## src/debugLink_params.svh

```systemverilog
`ifndef DEBUG_LINK_PARAMS_SVH
`define DEBUG_LINK_PARAMS_SVH

// Serial byte width on debugDi and debugDo
`define BYTE_WIDTH 8

// Payload bytes kept per message
// Longer payloads are counted on the wire but not stored
`define MSG_MAX_PAYLOAD_LEN 5

// Message type codes, zero is the idle byte
`define MSG_TYPE_SET_LED 8'h01
`define MSG_TYPE_ECHO    8'h02

`endif

```

## src/debugPkg.sv

```systemverilog
`include "debugLink_params.svh"

package debugPkg;

    // One byte as it travels on the serial link
    typedef logic [`BYTE_WIDTH-1:0] byteT;

    // Payload length field, full wire width
    typedef logic [7:0] lenT;

    // Stored payload, byte 0 in the low bits
    typedef logic [`MSG_MAX_PAYLOAD_LEN*`BYTE_WIDTH-1:0] payloadT;

    typedef logic [3:0] ledT;

    // Inbound message assembly
    typedef enum logic [1:0] {psType, psLen, psPayload, psDone} parseStateT;

    // Outbound reply framing
    typedef enum logic [1:0] {fsIdle, fsType, fsLen, fsPayload} frameStateT;

endpackage

```

## src/cmdHandler.sv

```systemverilog
`timescale 1ns/1ps
`include "debugLink_params.svh"

module cmdHandler (
    input  logic              clk,
    input  logic              arstN,
    input  debugPkg::byteT    msgType,
    input  debugPkg::lenT     msgLen,
    input  debugPkg::payloadT msgPayload,
    input  logic              msgValid,
    output debugPkg::ledT     led,
    output debugPkg::byteT    replyType,
    output debugPkg::lenT     replyLen,
    output debugPkg::payloadT replyPayload,
    output logic              replyValid
);
    import debugPkg::*;

    logic isSetLed;
    logic isEcho;
    lenT  echoLen;

    assign isSetLed = msgType == `MSG_TYPE_SET_LED;
    assign isEcho   = msgType == `MSG_TYPE_ECHO;

    // Echo never claims more bytes than were stored
    assign echoLen = (msgLen > lenT'(`MSG_MAX_PAYLOAD_LEN)) ?
        lenT'(`MSG_MAX_PAYLOAD_LEN) : msgLen;

    always_ff @(posedge clk or negedge arstN) begin
        if (!arstN) begin
            led        <= '0;
            replyValid <= 1'b0;
        end else begin
            replyValid <= msgValid && (isSetLed || isEcho);
            if (msgValid && isSetLed) begin
                led <= msgPayload[$bits(ledT)-1:0];
            end
        end
    end

    // Reply contents, unknown types leave them untouched
    always_ff @(posedge clk) begin
        if (msgValid && isSetLed) begin
            replyType    <= msgType;
            replyLen     <= lenT'(1);
            replyPayload <= payloadT'(msgPayload[$bits(ledT)-1:0]);
        end else if (msgValid && isEcho) begin
            replyType    <= msgType;
            replyLen     <= echoLen;
            replyPayload <= msgPayload;
        end
    end

endmodule

```

## src/debugLink.sv

```systemverilog
`timescale 1ns/1ps

module debugLink (
    input  logic          clk,
    input  logic          arstN,
    input  logic          debugCs,
    input  logic          debugDi,
    output logic          debugDo,
    output debugPkg::ledT led
);
    import debugPkg::*;

    byteT    rxByte;
    logic    rxByteValid;
    byteT    msgType;
    lenT     msgLen;
    payloadT msgPayload;
    logic    msgValid;
    byteT    replyType;
    lenT     replyLen;
    payloadT replyPayload;
    logic    replyValid;
    byteT    txByte;
    logic    txByteValid;
    logic    txByteReq;

    // ========================================================================
    // Inbound path
    // ========================================================================
    serialRx i_serialRx (
        .clk         (clk),
        .arstN       (arstN),
        .debugCs     (debugCs),
        .debugDi     (debugDi),
        .rxByte      (rxByte),
        .rxByteValid (rxByteValid)
    );

    msgParser i_msgParser (
        .clk         (clk),
        .arstN       (arstN),
        .debugCs     (debugCs),
        .rxByte      (rxByte),
        .rxByteValid (rxByteValid),
        .msgType     (msgType),
        .msgLen      (msgLen),
        .msgPayload  (msgPayload),
        .msgValid    (msgValid)
    );

    cmdHandler i_cmdHandler (
        .clk          (clk),
        .arstN        (arstN),
        .msgType      (msgType),
        .msgLen       (msgLen),
        .msgPayload   (msgPayload),
        .msgValid     (msgValid),
        .led          (led),
        .replyType    (replyType),
        .replyLen     (replyLen),
        .replyPayload (replyPayload),
        .replyValid   (replyValid)
    );

    // ========================================================================
    // Outbound path
    // ========================================================================
    msgFramer i_msgFramer (
        .clk          (clk),
        .arstN        (arstN),
        .debugCs      (debugCs),
        .replyType    (replyType),
        .replyLen     (replyLen),
        .replyPayload (replyPayload),
        .replyValid   (replyValid),
        .txByteReq    (txByteReq),
        .txByte       (txByte),
        .txByteValid  (txByteValid)
    );

    serialTx i_serialTx (
        .clk         (clk),
        .arstN       (arstN),
        .debugCs     (debugCs),
        .txByte      (txByte),
        .txByteValid (txByteValid),
        .txByteReq   (txByteReq),
        .debugDo     (debugDo)
    );

endmodule

```

## src/msgFramer.sv

```systemverilog
`timescale 1ns/1ps
`include "debugLink_params.svh"

module msgFramer (
    input  logic              clk,
    input  logic              arstN,
    input  logic              debugCs,
    input  debugPkg::byteT    replyType,
    input  debugPkg::lenT     replyLen,
    input  debugPkg::payloadT replyPayload,
    input  logic              replyValid,
    input  logic              txByteReq,
    output debugPkg::byteT    txByte,
    output logic              txByteValid
);
    import debugPkg::*;

    localparam int IdxWidth = $clog2(`MSG_MAX_PAYLOAD_LEN);

    frameStateT          frameState;
    logic [IdxWidth-1:0] payIdx;
    byteT                bufType;
    lenT                 bufLen;
    payloadT             bufPayload;
    logic                lastPay;

    assign lastPay = (lenT'(payIdx) + 8'd1) >= bufLen;

    // ========================================================================
    // Byte sequencing, one step per transmitter request
    // ========================================================================
    always_ff @(posedge clk or negedge arstN) begin
        if (!arstN) begin
            frameState <= fsIdle;
            payIdx     <= '0;
        end else if (!debugCs) begin
            frameState <= fsIdle;
            payIdx     <= '0;
        end else begin
            case (frameState)
                fsIdle: begin
                    if (replyValid) begin
                        frameState <= fsType;
                    end
                end
                fsType: begin
                    if (txByteReq) begin
                        frameState <= fsLen;
                    end
                end
                fsLen: begin
                    if (txByteReq) begin
                        payIdx     <= '0;
                        frameState <= (bufLen == '0) ? fsIdle : fsPayload;
                    end
                end
                default: begin
                    if (txByteReq) begin
                        payIdx <= payIdx + 1'b1;
                        if (lastPay) begin
                            frameState <= fsIdle;
                        end
                    end
                end
            endcase
        end
    end

    // Reply buffer, a reply that finds the framer busy is lost
    always_ff @(posedge clk) begin
        if (frameState == fsIdle && replyValid) begin
            bufType    <= replyType;
            bufLen     <= replyLen;
            bufPayload <= replyPayload;
        end
    end

    always_comb begin
        txByte      = '0;
        txByteValid = 1'b1;
        case (frameState)
            fsType:    txByte = bufType;
            fsLen:     txByte = bufLen;
            fsPayload: txByte = bufPayload[payIdx*`BYTE_WIDTH +: `BYTE_WIDTH];
            default:   txByteValid = 1'b0;
        endcase
    end

endmodule

```

## src/msgParser.sv

```systemverilog
`timescale 1ns/1ps
`include "debugLink_params.svh"

module msgParser (
    input  logic              clk,
    input  logic              arstN,
    input  logic              debugCs,
    input  debugPkg::byteT    rxByte,
    input  logic              rxByteValid,
    output debugPkg::byteT    msgType,
    output debugPkg::lenT     msgLen,
    output debugPkg::payloadT msgPayload,
    output logic              msgValid
);
    import debugPkg::*;

    parseStateT parseState;
    lenT        payCnt;
    logic       lastPayByte;

    assign lastPayByte = (payCnt + 8'd1) == msgLen;

    // ========================================================================
    // Message state machine
    // ========================================================================
    always_ff @(posedge clk or negedge arstN) begin
        if (!arstN) begin
            parseState <= psType;
            payCnt     <= '0;
        end else if (!debugCs) begin
            parseState <= psType;
            payCnt     <= '0;
        end else begin
            case (parseState)
                psType: begin
                    // Zero bytes between messages are idle fill
                    if (rxByteValid && rxByte != '0) begin
                        parseState <= psLen;
                    end
                end
                psLen: begin
                    if (rxByteValid) begin
                        payCnt     <= '0;
                        parseState <= (rxByte == '0) ? psDone : psPayload;
                    end
                end
                psPayload: begin
                    if (rxByteValid) begin
                        payCnt <= payCnt + 8'd1;
                        if (lastPayByte) begin
                            parseState <= psDone;
                        end
                    end
                end
                default: begin
                    parseState <= psType;
                end
            endcase
        end
    end

    // Message fields
    always_ff @(posedge clk) begin
        if (rxByteValid) begin
            if (parseState == psType) begin
                msgType <= rxByte;
            end
            if (parseState == psLen) begin
                msgLen <= rxByte;
            end
            // Bytes past the stored limit only advance the count
            if (parseState == psPayload && payCnt < lenT'(`MSG_MAX_PAYLOAD_LEN)) begin
                msgPayload[payCnt*`BYTE_WIDTH +: `BYTE_WIDTH] <= rxByte;
            end
        end
    end

    assign msgValid = (parseState == psDone) && debugCs;

endmodule

```

## src/serialRx.sv

```systemverilog
`timescale 1ns/1ps
`include "debugLink_params.svh"

module serialRx (
    input  logic           clk,
    input  logic           arstN,
    input  logic           debugCs,
    input  logic           debugDi,
    output debugPkg::byteT rxByte,
    output logic           rxByteValid
);
    import debugPkg::*;

    localparam int CntWidth = $clog2(`BYTE_WIDTH);

    logic [CntWidth-1:0] bitCnt;
    byteT                shiftReg;
    logic                byteDone;

    // Bit position within the current byte, MSB arrives first
    always_ff @(posedge clk or negedge arstN) begin
        if (!arstN) begin
            bitCnt   <= '0;
            byteDone <= 1'b0;
        end else if (!debugCs) begin
            bitCnt   <= '0;
            byteDone <= 1'b0;
        end else begin
            bitCnt   <= bitCnt + 1'b1;
            byteDone <= (bitCnt == CntWidth'(`BYTE_WIDTH - 1));
        end
    end

    always_ff @(posedge clk) begin
        if (!debugCs) begin
            shiftReg <= '0;
        end else begin
            shiftReg <= {shiftReg[`BYTE_WIDTH-2:0], debugDi};
        end
    end

    // Byte is complete in the cycle after its eighth bit
    assign rxByte      = shiftReg;
    assign rxByteValid = byteDone && debugCs;

endmodule

```

## src/serialTx.sv

```systemverilog
`timescale 1ns/1ps
`include "debugLink_params.svh"

module serialTx (
    input  logic           clk,
    input  logic           arstN,
    input  logic           debugCs,
    input  debugPkg::byteT txByte,
    input  logic           txByteValid,
    output logic           txByteReq,
    output logic           debugDo
);
    import debugPkg::*;

    localparam int CntWidth = $clog2(`BYTE_WIDTH);

    logic [CntWidth-1:0] bitCnt;
    byteT                shiftReg;

    // ========================================================================
    // Frame shifter
    // ========================================================================
    // A count of zero means the last bit of the previous frame is on the
    // line and the next byte is loaded at the coming edge
    always_ff @(posedge clk or negedge arstN) begin
        if (!arstN) begin
            bitCnt   <= '0;
            shiftReg <= '0;
        end else if (!debugCs) begin
            bitCnt   <= '0;
            shiftReg <= '0;
        end else begin
            bitCnt <= bitCnt + 1'b1;
            if (bitCnt == '0) begin
                // Nothing pending, send a zero frame
                shiftReg <= txByteValid ? txByte : '0;
            end else begin
                shiftReg <= shiftReg << 1;
            end
        end
    end

    assign txByteReq = debugCs && (bitCnt == '0);

    // MSB first, forced low when deselected
    assign debugDo = debugCs && shiftReg[`BYTE_WIDTH-1];

endmodule

```

## config.mk

```make
export PLATFORM = sky130hd
export DESIGN_NAME = debugLink
export DESIGN_NICKNAME = d
export VERILOG_FILES = /design/src/debugPkg.sv /design/src/cmdHandler.sv /design/src/debugLink.sv /design/src/msgFramer.sv /design/src/msgParser.sv /design/src/serialRx.sv /design/src/serialTx.sv
export VERILOG_INCLUDE_DIRS = /design/src /design/src/src
export SDC_FILE = /design/constraint.sdc
export NUM_CORES = 1
export LEC_CHECK = 0
export BUFFER_PORTS_ARGS = -buffer_cell sky130_fd_sc_hd__buf_4
export CELL_PAD_IN_SITES_DETAIL_PLACEMENT = 0
export CELL_PAD_IN_SITES_GLOBAL_PLACEMENT = 2
export CORE_MARGIN = 5
export CORE_UTILIZATION = 25
export DETAILED_ROUTE_END_ITERATION = 8
export GPL_ROUTABILITY_DRIVEN = 0
export PLACE_DENSITY = 0.56
export SYNTH_ARGS = -nofsm -noshare
export SYNTH_HDL_FRONTEND = slang
export SYNTH_SLANG_ARGS = --single-unit
export TNS_END_PERCENT = 5
```

## constraint.sdc

```tcl
create_clock -name clk -period 7.3 [get_ports clk]
set_clock_uncertainty 0.05 [all_clocks]
set_input_delay 1.46 -clock clk [delete_from_list [all_inputs] [get_ports clk]]
set_output_delay 1.46 -clock clk [all_outputs]
set_load 0.02 [all_outputs]
```

== Word level (Yosys, flattened, before mapping) ==
Index checks and enable logic that the tools add are counted.
Word-level totals
  bits in registers: 211
  latch bits: 0
  memory bits (writable): 0
  bits in read-only memories: 0
  input bits: 4
  output and inout port bits: 5
  memories: 0
Cells by class
  $add $sub $neg: 6
  multipliers: 0
  divide/modulo/power cells: 0
  $lt $le $gt $ge: 3
  equality and inequality tests: 22
  shift-type cells: 3
  muxes and demuxes: 37
  bitwise gates (word level): 0
  reduce and logical (&&, ||, !) cells: 27
Operator list (number)
  8-bit 2-to-1 mux: 9
  40-bit bitwise mux: 1
  8-bit by 34-bit variable shift with 40-bit output (first input constant): 1
  40-bit by 7-bit variable part select with 8-bit output: 1
  8-bit by 34-bit variable part select with 40-bit output: 1
  11-bit negator with 34-bit output: 1
  2-bit 2-to-1 mux: 12
  8-bit one-hot mux with 3 select lines: 1
  3-bit by 2-bit inequality test with 1-bit output (second input constant): 6
  8-bit logical NOT: 2
  8-bit one-hot mux with 2 select lines: 1
  3-bit 2-to-1 mux: 5
  2-bit one-hot mux with 3 select lines: 2
  1-bit logical AND: 10
  3-bit by 1-bit adder with 3-bit output (second input constant): 3
  8-bit by 1-bit adder with 8-bit output (second input constant): 1
  2-bit equality test (second input constant): 4
  8-bit by 1-bit equality test with 1-bit output (second input constant): 1
  8-bit by 2-bit equality test with 1-bit output (second input constant): 1
  8-bit equality test: 1
  8-bit >= comparator: 1
  8-bit by 3-bit greater-than comparator with 1-bit output (second input constant): 1
  8-bit by 3-bit less-than comparator with 1-bit output (second input constant): 1
  4-bit 2-to-1 mux: 2
  other kinds (21): 29

== Depth between registers and ports, before layout ==
Gate-level depths: netlist (run 1).
  depth after elaboration: 6
  gate-level depth with buffers: 9
  depth with buffers taken out: 8

== Cells and area by module ==
Synthesis (run 1) repeated with hierarchy kept, for this count alone.
Unflattened totals
  cell total of the unflattened synthesis: 593
  area, all modules: 8424.3 µm²
By module, submodules not included
  msgParser: instances 1, cells an instance 233, area each 3052.9 µm²
  msgFramer: instances 1, cells an instance 153, area each 2497.4 µm²
  cmdHandler: instances 1, cells an instance 131, area each 1990.7 µm²
  serialTx: instances 1, cells an instance 48, area each 509.2 µm²
  serialRx: instances 1, cells an instance 28, area each 374.1 µm²

== Worst setup path before layout (run 1) ==
OpenSTA, ideal clock, no wires.
  path type: reg2reg
  start: register i_msgFramer.frameState[0]
  end: register i_msgFramer.frameState[0]
  library setup time: 0.097 ns
  arrival time: 5.252 ns
  slack: 1.901 ns
  cell stages (with the launch flop): 5
  buffers on the path: 1
  clock period less this slack: 5.399 ns
  cells stage by stage: dfrtp_1 -> buf_1 -> nor3b_1 -> o31ai_1 -> a31oi_1
On the way
  longest elaborated chain between the ends: 3
  elaborated cells between the ends (all ways): 11
  classes of those cells: eq/ne (7); mux (2); reduce/logical (2)
RTL lines
  start, declared: line msgFramer.sv:20  | frameStateT frameState;
  start signal, assigned: line msgFramer.sv:34  | frameState <= fsIdle;
  start signal, assigned: line msgFramer.sv:37  | frameState <= fsIdle;
  start signal, assigned: line msgFramer.sv:43  | frameState <= fsType;
  2-bit by 1-bit equality test with 1-bit output, or another cell as far along: line msgFramer.sv:40  | case (frameState)
  5-bit by 1-bit inequality test with 1-bit output (no source line), or another cell as far along
  5-bit AND reduction (no source line) or 2-bit 2-to-1 mux (tied branches)
Parallel ways exist; a longest one is shown, timed or not.
A chain may end at the register's enable or synchronous reset.

== Worst setup path in the final report (run 1) ==
  start: input debugCs
  end: output debugDo
On the way
  longest elaborated chain between the ends: 1
RTL lines
  start, declared: line debugLink.sv:6  | input logic debugCs,
  1-bit logical AND: line serialTx.sv:46  | assign debugDo = debugCs && shiftReg[`BYTE_WIDTH-1];
  end, declared: line debugLink.sv:8  | output logic debugDo,
No other way between the ends.

==> impl_metrics.env, run 1 <==
export IMPL_die_area_um2=38100
export IMPL_worstPathCellList="buf_4 > and2_1 > buf_4"
export IMPL_rsz0062_at_grt="false"
export IMPL_nFillCells=3445
export IMPL_critPathArrivalTime_ns=2.07
export IMPL_synthesis_area_um2=8570
export IMPL_hp_start="i_cmdHandler.replyType[6]$_DFFE_PP_"
export IMPL_dpl_hpwl_um=12900
export IMPL_cts_sinks=211
export IMPL_post_cts_resize_count=0
export IMPL_synthCells=716
export IMPL_clockRootBuffer="clkbuf_16"
export IMPL_htreeDepth=1
export IMPL_area_growth_pct=15.6
export IMPL_clk_latency_ns=0.50
export IMPL_hold_buffers=0
export IMPL_wl_per_cell_um=15.6
export IMPL_synthTopCellsByArea="edfxtp_1 (43%), dfxtp_1 (12%), dfrtp_1 (10%)"
export IMPL_synth_seq_cells=211
export IMPL_period_minus_slack_ns=3.58
export IMPL_cpMostUsedCell="buf_4"
export IMPL_seq_area_frac_synth_pct=65.8
export IMPL_post_cts_buffers=0
export IMPL_layout_commonest_cell="edfxtp_1"
export IMPL_synth_edf_count=124
export IMPL_power_leakage_nw=3.53
export IMPL_synth_cell_types=54
export IMPL_antenna_found_initial=0
export IMPL_crit_slowest_cell="buf_4"
export IMPL_start_kind="primary input"
export IMPL_crit_path_max_fanout=36
export IMPL_clockBufferDepth=3
export IMPL_relSlewSlack_pct=31.5
export IMPL_dr_total_vias=5018
export IMPL_rr_startpoint="i_msgParser.payCnt[0]$_DFFE_PN0P_"
export IMPL_core_area_um2=33700
export IMPL_antenna_left=0
export IMPL_grt_first_pass_wirelength_um=29800
export IMPL_grt_max_degree=58
export IMPL_crit_path_max_incr_delay_ns=0.29
export IMPL_cts_buffers=24
export IMPL_die_h_um=195
export IMPL_status="complete, no violations"
export IMPL_max_freq_mhz=279
export IMPL_grt_total_usage_pct=9.60
export IMPL_cts_clk_slew_worst_paths_ns=0.06
export IMPL_post_drt_via_cell_ratio=4.24
export IMPL_maxCapViolCount=0
export IMPL_drive_gt1_share_pct=9.65
export IMPL_worstPathRequired_ns=5.79
export IMPL_yosysWarnings=0
export IMPL_postSynthAreaPerCell_um2=12.0
export IMPL_final_hold_viol_count=0
export IMPL_fin_setup_tns_ns=0
export IMPL_place_port_buffers=8
export IMPL_synth_top_area_share_pct=43.5
export IMPL_report_final_slew_viol_count=0
export IMPL_cp_end_kind="primary output"
export IMPL_worst_pin_slew_ns=1.02
export IMPL_drc_errors=0
export IMPL_setup_viol_count_final=0
export IMPL_grt_pass1_vias=5167
export IMPL_synth_nets=737
export IMPL_synth_top_cell_by_area="edfxtp_1"
export IMPL_drt_iter0_markers=211
export IMPL_io_pin_count=9
export IMPL_gr_total_overflow=0
export IMPL_fp_row_count=67
export IMPL_die_x_um=195
export IMPL_finalNetCount=739
export IMPL_async_flop_share_pct=16.6
export IMPL_antennaDiodeCount=0
export IMPL_final_cell_mix="edfxtp_1 (124), nand2_1 (111), a21oi_1 (59), and2_1 (57), dfxtp_1 (52)"
export IMPL_ir_drop_v=0.000166
export IMPL_cts_tree="built"
export IMPL_start_util_pct=25.4
export IMPL_powerDensity_nw_per_um2=262
export IMPL_critical_path_class="in -> out"
export IMPL_drt_total_wl_um=18500
export IMPL_ys_flop_type="edfxtp_1"
export IMPL_drt_first_pass_iters=4
export IMPL_total_power_mw=2.60
export IMPL_startpoint="debugCs"
export IMPL_post_route_period_util_pct=49.1
export IMPL_hp_class="reg -> reg"
## final timing paths
kind	slack [ns]	cells after the start	to
setup / recovery	3.72	3	debugDo
hold / removal	0.37	0	i_msgFramer.bufType[6]$_DFFE_PP_
setup reg to reg	4.00	6	i_msgParser.msgPayload[3]$_DFFE_PP_
hold reg to reg	0.37	0	i_msgFramer.bufType[6]$_DFFE_PP_
max in group asynchronous	5.95	1	i_msgFramer.payIdx[0]$_DFFE_PN0P_
min in group asynchronous	0.87	1	i_msgParser.payCnt[0]$_DFFE_PN0P_
## sequential cells by signal (all words and copies together), names as in the netlist
signal,flops
i_msgFramer.payIdx,3
i_serialTx.shiftReg,8
i_cmdHandler.led,4
i_msgFramer.bufPayload,40
i_serialRx.rxByte,8
i_cmdHandler.replyType,8
i_msgParser.parseState,2
i_serialRx.byteDone,1
i_cmdHandler.replyValid,1
i_msgFramer.bufLen,8
i_serialTx.bitCnt,3
i_msgParser.payCnt,8
i_serialRx.bitCnt,3
i_cmdHandler.replyPayload,40
i_msgParser.msgPayload,40
i_msgFramer.frameState,2
i_msgParser.msgType,8
i_msgFramer.bufType,8
i_cmdHandler.replyLen,8
i_msgParser.msgLen,8
## Yosys cell counts, types with 2 or more instances
master,instances
a21boi_0,3
a21oi_1,59
a22oi_1,7
a31oi_1,3
and2_1,57
and3_1,9
and4_1,2
buf_1,2
buf_2,8
buf_4,4
clkbuf_1,22
dfrtp_1,35
dfxtp_1,52
edfxtp_1,124
ha_1,17
inv_1,13
mux2i_1,19
nand2_1,111
nand2b_1,10
nand3_1,9
nand3b_1,4
nand4_1,6
nor2_1,31
nor2_2,2
nor2b_1,15
nor3_1,9
nor3b_1,4
nor3b_2,3
nor4_1,5
o211ai_1,3
o21a_1,2
o21ai_0,25
o22ai_1,3
o31ai_1,3
or4_4,2
xnor2_1,9
xor2_1,7
## report_power, final
part	leakage (nW)	total [mW]	internal [mW]	switching [mW]
Combinational	1.12	0.0802	0.0338	0.0464
Sequential	1.99	1.29	1.28	0.0172
Clock	0.411	1.23	0.745	0.481
Total	3.53	2.60	2.05	0.544
## layout make-up
| cell class | instances | area [µm²] | area share [%] |
|---|---|---|---|
| timing repair buffer | 13 | 97.6 | 0.985 |
| tap | 448 | 561 | 5.66 |
| multi-input combinational | 455 | 2720 | 27.5 |
| clock buffer | 30 | 686 | 6.92 |
| sequential | 211 | 5640 | 57.0 |
| clock inverter | 14 | 149 | 1.50 |
| inverter | 13 | 48.8 | 0.493 |
## worst max-delay path, delay by kind of cell
| kind | cells | cell delay (ns) |
|---|---|---|
| and+or+nand+nor | 1 | 0.18 |
| buffers and inverters | 2 | 0.42 |
## per-layer routing
metal  vias up  share of wire (%)  global-route usage [%]
met5         -                  0                       0
met4         0                2.1                    2.48
met3        25                2.9                    1.65
met2        51                 46                    16.0
met1      2419                 49                    13.1
li1       2523                  -                       -
## per-stage QoR
| stage | cells | util (%) | hold slack [ns] | area (µm²) | setup WS, ns |
|---|---|---|---|---|---|
| after detailed placement | 1140 | 26.9 | 0.355 | 9070 | 3.17 |
| after global placement | 1140 | 26.9 | 0.359 | 9070 | 3.22 |
| after CTS | 1184 | 29.4 | 0.367 | 9900 | 3.70 |
| final | 1184 | 29.4 | 0.367 | 9900 | 3.72 |
| after floorplan | 716 | - | 0.350 | 8570 | 1.90 |
| after global routing | 1184 | 29.4 | 0.379 | 9900 | 3.50 |
## cell families after synthesis
family	share of synthesized area, %
AO/OA/AOI/OAI	8.03
buffers and inverters	2.57
AND/OR/NAND/NOR	17.2
multiplexers	2.22
flip-flops	65.8
adder cells (fa/ha/maj)	2.48
XOR/XNOR	1.64
Power figures use the tool's default switching activity.
==> run 2: changes to the inputs <==
--- a/config.mk
+++ b/config.mk
@@ -13,7 +13,7 @@
 export CORE_UTILIZATION = 25
 export DETAILED_ROUTE_END_ITERATION = 8
 export GPL_ROUTABILITY_DRIVEN = 0
-export PLACE_DENSITY = 0.56
+export PLACE_DENSITY = 0.58
 export SYNTH_ARGS = -nofsm -noshare
 export SYNTH_HDL_FRONTEND = slang
 export SYNTH_SLANG_ARGS = --single-unit
==> constraint.sdc (replaced) <==
create_clock -name clk -period 3.2 [get_ports clk]
set_clock_uncertainty 0.05 [all_clocks]
set_input_delay 0.64 -clock clk [delete_from_list [all_inputs] [get_ports clk]]
set_output_delay 0.64 -clock clk [all_outputs]
set_load 0.02 [all_outputs]
==> impl_metrics.env, run 2 (synthesis gave the netlist of run 1 again) <==
export IMPL_critPathArrivalTime_ns=2.73
export IMPL_htreeDepth=1
export IMPL_maxCapViolCount=0
export IMPL_drt_total_wl_um=18600
export IMPL_start_kind="flip-flop"
export IMPL_worstPathRequired_ns=3.37
export IMPL_dr_total_vias=4960
export IMPL_report_final_slew_viol_count=0
export IMPL_die_area_um2=38100
export IMPL_cts_tree="built"
export IMPL_multi_input_area_um2=2730
export IMPL_post_cts_buffers=0
export IMPL_clockBufferDepth=3
export IMPL_powerDensity_nw_per_um2=580
export IMPL_worst_path_buf_inv=2
export IMPL_place_port_buffers=8
export IMPL_rsz0062_at_grt="false"
export IMPL_power_leakage_nw=3.55
export IMPL_dpl_hpwl_um=12800
export IMPL_grt_pass1_vias=5099
export IMPL_cts_clk_slew_worst_paths_ns=0.06
export IMPL_layout_commonest_cell="edfxtp_1"
export IMPL_power_frac_seq_pct=51.1
export IMPL_hp_class="in -> async"
export IMPL_clk_latency_ns=0.51
export IMPL_antenna_left=0
export IMPL_worstPathCellList="inv_1 > ha_1 > nor3b_2 > xnor2_1 > nand2_1 > nor4_2 > nand2_1 > nor2_1 > buf_4"
export IMPL_clockRootBuffer="clkbuf_16"
export IMPL_r2r_cells=9
export IMPL_crit_path_max_fanout=9
export IMPL_antenna_found_initial=0
export IMPL_power_switching_mw=1.21
export IMPL_combPwrFrac_pct=3.2
export IMPL_core_area_um2=33700
export IMPL_grt_first_pass_wirelength_um=29800
export IMPL_die_x_um=195
export IMPL_start_util_pct=25.4
export IMPL_reg_largest_list="i_cmdHandler.replyPayload: 40 flops, i_msgFramer.bufPayload: 40 flops, i_msgParser.msgPayload: 40 flops"
export IMPL_crit_slowest_cell="dfrtp_1"
export IMPL_finalNetCount=753
export IMPL_die_h_um=195
export IMPL_antennaDiodeCount=0
export IMPL_io_pin_count=9
export IMPL_cp_top_family="simple AND/OR/NAND/NOR gates"
export IMPL_switching_share_pct=21.0
export IMPL_drt_iter0_markers=290
export IMPL_pwr_share_clk_pct=45.6
export IMPL_crit_path_max_incr_delay_ns=0.48
export IMPL_fp_row_count=67
export IMPL_area_growth_pct=16.1
export IMPL_final_cell_mix="edfxtp_1 (124), nand2_1 (111), a21oi_1 (59), and2_1 (57), dfxtp_1 (52)"
export IMPL_cp_end_kind="flip-flop"
export IMPL_grt_total_usage_pct=9.73
export IMPL_final_core_util_pct=29.5
export IMPL_p_int_mw=4.56
export IMPL_rr_startpoint="i_msgParser.payCnt[0]$_DFFE_PN0P_"
export IMPL_ir_drop_v=0.000310
export IMPL_rr_endpoint="i_msgParser.msgPayload[38]$_DFFE_PP_"
export IMPL_critical_path_class="reg -> reg"
export IMPL_post_route_period_util_pct=80.2
export IMPL_post_cts_resize_count=0
export IMPL_gr_total_overflow=0
export IMPL_period_minus_slack_ns=2.57
export IMPL_worst_pin_slew_ns=0.840
export IMPL_grt_max_degree=47
export IMPL_relSlewSlack_pct=44.0
export IMPL_cts_sinks=211
export IMPL_r2r_slack_ns=0.63
export IMPL_post_drt_via_cell_ratio=4.14
export IMPL_cpMostUsedCell="nand2_1"
export IMPL_fin_setup_tns_ns=0
export IMPL_register_area_um2=5640
export IMPL_status="complete, no violations"
export IMPL_max_freq_mhz=390
export IMPL_final_hold_viol_count=0
export IMPL_drive_gt1_share_pct=10.5
export IMPL_drc_errors=0
export IMPL_nFillCells=3495
export IMPL_cts_buffers=25
export IMPL_wl_per_cell_um=15.5
export IMPL_hold_buffers=0
export IMPL_drt_first_pass_iters=4
export IMPL_setup_viol_count_final=0
-- run 2: how the worst max path moves through the flow --
stage / from / end / depth (start not counted)
after floorplan: i_msgParser.payCnt[0]$_DFFE_PN0P_ / i_msgParser.msgPayload[0]$_DFFE_PP_ / 7
after global placement: i_msgParser.payCnt[0]$_DFFE_PN0P_ / i_msgParser.msgPayload[36]$_DFFE_PP_ / 9
after detailed placement: i_msgParser.payCnt[0]$_DFFE_PN0P_ / i_msgParser.msgPayload[37]$_DFFE_PP_ / 9
after CTS: i_msgParser.payCnt[0]$_DFFE_PN0P_ / i_msgParser.msgPayload[38]$_DFFE_PP_ / 9
after global routing: i_msgParser.payCnt[0]$_DFFE_PN0P_ / i_msgParser.msgPayload[33]$_DFFE_PP_ / 9
final: i_msgParser.payCnt[0]$_DFFE_PN0P_ / i_msgParser.msgPayload[38]$_DFFE_PP_ / 9
-- run 2: stage by stage --
stage / std cells / hold WS [ns] / cell area, µm² / power, mW / setup slack [ns]
detailed placement: 1153 / 0.356 / 9170 / 3.20 / 0.615
global route: 1199 / 0.0630 / 9950 / 6.02 / 0.395
floorplan: 716 / 0.294 / 8580 / 3.14 / 0.386
global placement: 1153 / 0.353 / 9170 / 3.20 / 0.605
finish: 1199 / 0.0446 / 9950 / 5.77 / 0.634
CTS: 1199 / 0.0433 / 9950 / 5.87 / 0.613
-- run 2: layout make-up --
type / count / area share [%]
Timing Repair Buffer: 26 / 1.96
Sequential cell: 211 / 56.7
Clock inverter: 8 / 0.491
Multi-Input combinational cell: 455 / 27.4
Tap cell: 448 / 5.64
Clock buffer: 38 / 7.30
Inverter: 13 / 0.491
-- run 2: metal layers --
layer,vias to the layer above,GRT usage [%],wire length [µm]
li1,2553,-,-
met2,40,15.5,8680
met5,-,0,0
met3,22,1.76,543
met1,2345,13.7,9050
met4,0,2.64,328
-- run 2: power by group through the flow --
stage / clock network, mW / registers (mW) / logic [mW]
global placement: 0 / 3.01 / 0.192
global route: 2.84 / 2.96 / 0.216
CTS: 2.72 / 2.95 / 0.193
floorplan: 0 / 3.00 / 0.139
detailed placement: 0 / 3.01 / 0.192
finish: 2.63 / 2.95 / 0.188
==> run 3: changes to the inputs <==
==> constraint.sdc (replaced) <==
create_clock -name clk -period 2.24 [get_ports clk]
set_clock_uncertainty 0.05 [all_clocks]
set_input_delay 0.448 -clock clk [delete_from_list [all_inputs] [get_ports clk]]
set_output_delay 0.448 -clock clk [all_outputs]
set_load 0.02 [all_outputs]
==> impl_metrics.env, run 3 (synthesis gave the netlist of run 1 again) <==
export IMPL_die_h_um=195
export IMPL_hp_class="in -> reg"
export IMPL_cts_buffers=24
export IMPL_rsz0062_at_grt="true"
export IMPL_core_area_um2=33700
export IMPL_drc_errors=0
export IMPL_max_freq_mhz=438
export IMPL_fp_row_count=67
export IMPL_reg_largest_list="i_cmdHandler.replyPayload: 40 flops, i_msgFramer.bufPayload: 40 flops, i_msgParser.msgPayload: 40 flops"
export IMPL_antennaDiodeCount=0
export IMPL_post_cts_buffers=0
export IMPL_min_path_cells=2
export IMPL_setup_slack_ns=-0.0453
export IMPL_htreeDepth=1
export IMPL_place_inst=1183
export IMPL_drive_gt1_share_pct=15.5
export IMPL_power_switching_mw=1.74
export IMPL_wl_per_cell_um=15.4
export IMPL_period_minus_slack_ns=2.29
export IMPL_maxCapViolCount=0
export IMPL_start_kind="flip-flop"
export IMPL_fin_setup_tns_ns=-1.16
export IMPL_post_drt_via_cell_ratio=4.17
export IMPL_worstPathRequired_ns=2.41
export IMPL_switching_share_pct=20.7
export IMPL_combPwrFrac_pct=3.8
export IMPL_post_route_period_util_pct=102
export IMPL_place_port_buffers=8
export IMPL_layout_commonest_cell="edfxtp_1"
export IMPL_fin_cells=1228
export IMPL_cts_clk_slew_worst_paths_ns=0.06
export IMPL_drt_total_wl_um=18900
export IMPL_worst_pin_slew_ns=0.607
export IMPL_hp_start="debugDi"
export IMPL_startpoint="i_msgParser.payCnt[3]$_DFFE_PN0P_"
export IMPL_ir_drop_v=0.000526
export IMPL_grt_pass1_vias=5277
export IMPL_grt_max_degree=58
export IMPL_drt_iter0_markers=252
export IMPL_start_util_pct=25.4
export IMPL_nFillCells=3461
export IMPL_critPathArrivalTime_ns=2.46
export IMPL_area_growth_pct=21.3
export IMPL_die_x_um=195
export IMPL_power_leakage_nw=3.78
export IMPL_io_pin_count=9
export IMPL_cp_end_kind="flip-flop"
export IMPL_status="finished, violations left"
export IMPL_cts_sinks=211
export IMPL_drt_first_pass_iters=4
export IMPL_clk_latency_ns=0.52
export IMPL_antenna_found_initial=0
export IMPL_crit_path_max_fanout=8
export IMPL_r2r_slack_ns=-0.05
export IMPL_final_hold_viol_count=0
export IMPL_die_area_um2=38100
export IMPL_antenna_left=0
export IMPL_dpl_hpwl_um=12900
export IMPL_gr_total_overflow=0
export IMPL_holdPathEnd="i_serialRx.rxByte[0]$_SDFF_PN0_"
export IMPL_dpl_worst_slack_ns=-0.221
export IMPL_finalNetCount=783
export IMPL_cts_tree="built"
export IMPL_power_frac_seq_pct=50.0
export IMPL_final_core_util_pct=30.8
export IMPL_grt_first_pass_wirelength_um=31100
export IMPL_rr_startpoint="i_msgParser.payCnt[3]$_DFFE_PN0P_"
export IMPL_relSlewSlack_pct=59.1
export IMPL_violations="negative setup slack"
export IMPL_powerDensity_nw_per_um2=809
export IMPL_dr_total_vias=5117
export IMPL_clockBufferDepth=3
export IMPL_pwr_share_clk_pct=46.2
export IMPL_rr_endpoint="i_msgParser.msgPayload[22]$_DFFE_PP_"
export IMPL_clockRootBuffer="clkbuf_16"
export IMPL_final_cell_mix="edfxtp_1 (124), nand2_1 (107), a21oi_1 (59), and2_1 (57), dfxtp_1 (52)"
export IMPL_critical_path_class="reg -> reg"
export IMPL_report_final_slew_viol_count=0
export IMPL_setup_viol_count_final=32
export IMPL_p_int_mw=6.66
export IMPL_grt_total_usage_pct=10.1
export IMPL_r2r_cells=8
-- run 3: worst max-delay path: stages, from the launching register on --
cell and delay, ns:
dfrtp_1 0.37, or4_4 0.56, nor2_4 0.14, ha_4 0.16, nand2_4 0.05, nor4_4 0.28, nand2_2 0.11, nor2_2 0.14
buf_12 0.14
-- run 3: cell type report --
class / count / area [µm²] / area share [%]
inverter: 13 / 48.8 / 0.470
clock buffer: 38 / 693 / 6.67
sequential: 211 / 5640 / 54.3
tap: 448 / 561 / 5.39
multi-input combinational: 455 / 2830 / 27.2
clock inverter: 6 / 93.8 / 0.903
timing repair buffer: 57 / 526 / 5.06
-- run 3: stage by stage --
| stage | cell area (µm²) | hold WS (ns) | total power [mW] |
|---|---|---|---|
| 6_report | 10400 | 0.0916 | 8.40 |
| 4_1_cts | 10400 | 0.0674 | 8.54 |
| 2_1_floorplan | 8610 | 0.102 | 4.48 |
| 5_1_grt | 10400 | 0.0961 | 8.76 |
| 3_5_place_dp | 9510 | 0.357 | 4.61 |
| 3_3_place_gp | 9510 | 0.357 | 4.61 |
-- run 3: metal layers --
| layer | vias to the layer above | global-route usage (%) | share of wire [%] |
|---|---|---|---|
| li1 | 2609 | - | - |
| met1 | 2437 | 14.4 | 49 |
| met2 | 46 | 16.0 | 46 |
| met3 | 25 | 1.53 | 2.7 |
| met4 | 0 | 2.69 | 1.9 |
| met5 | - | 0 | 0 |
-- run 3: power by group through the flow --
stage,logic (mW),registers [mW],clock network (mW)
2_1_floorplan,0.197,4.28,0
3_3_place_gp,0.327,4.28,0
3_5_place_dp,0.324,4.28,0
4_1_cts,0.329,4.20,4.01
5_1_grt,0.371,4.21,4.19
6_report,0.322,4.20,3.88
-- run 3: repair_timing --
item,CTS,global route
resized for setup,10,7
endpoints found under the setup margin,40,49
hold endpoints to repair,35,0
hold buffers,1,0
pin swaps,2,5
-- run 3: worst max-delay path by stage --
stage / endpoint / depth (start not counted) / slack, ns
final: i_msgParser.msgPayload[22]$_DFFE_PP_ / 8 / -0.05
after global routing: i_msgParser.msgPayload[16]$_DFFE_PP_ / 8 / -0.13
after CTS: i_msgParser.msgPayload[36]$_DFFE_PP_ / 8 / -0.12
after detailed placement: i_msgParser.msgPayload[28]$_DFFE_PP_ / 8 / -0.22
after global placement: i_msgParser.msgPayload[28]$_DFFE_PP_ / 8 / -0.19
after floorplan: i_msgFramer.bufLen[0]$_DFFE_PP_ / 2 / -0.27
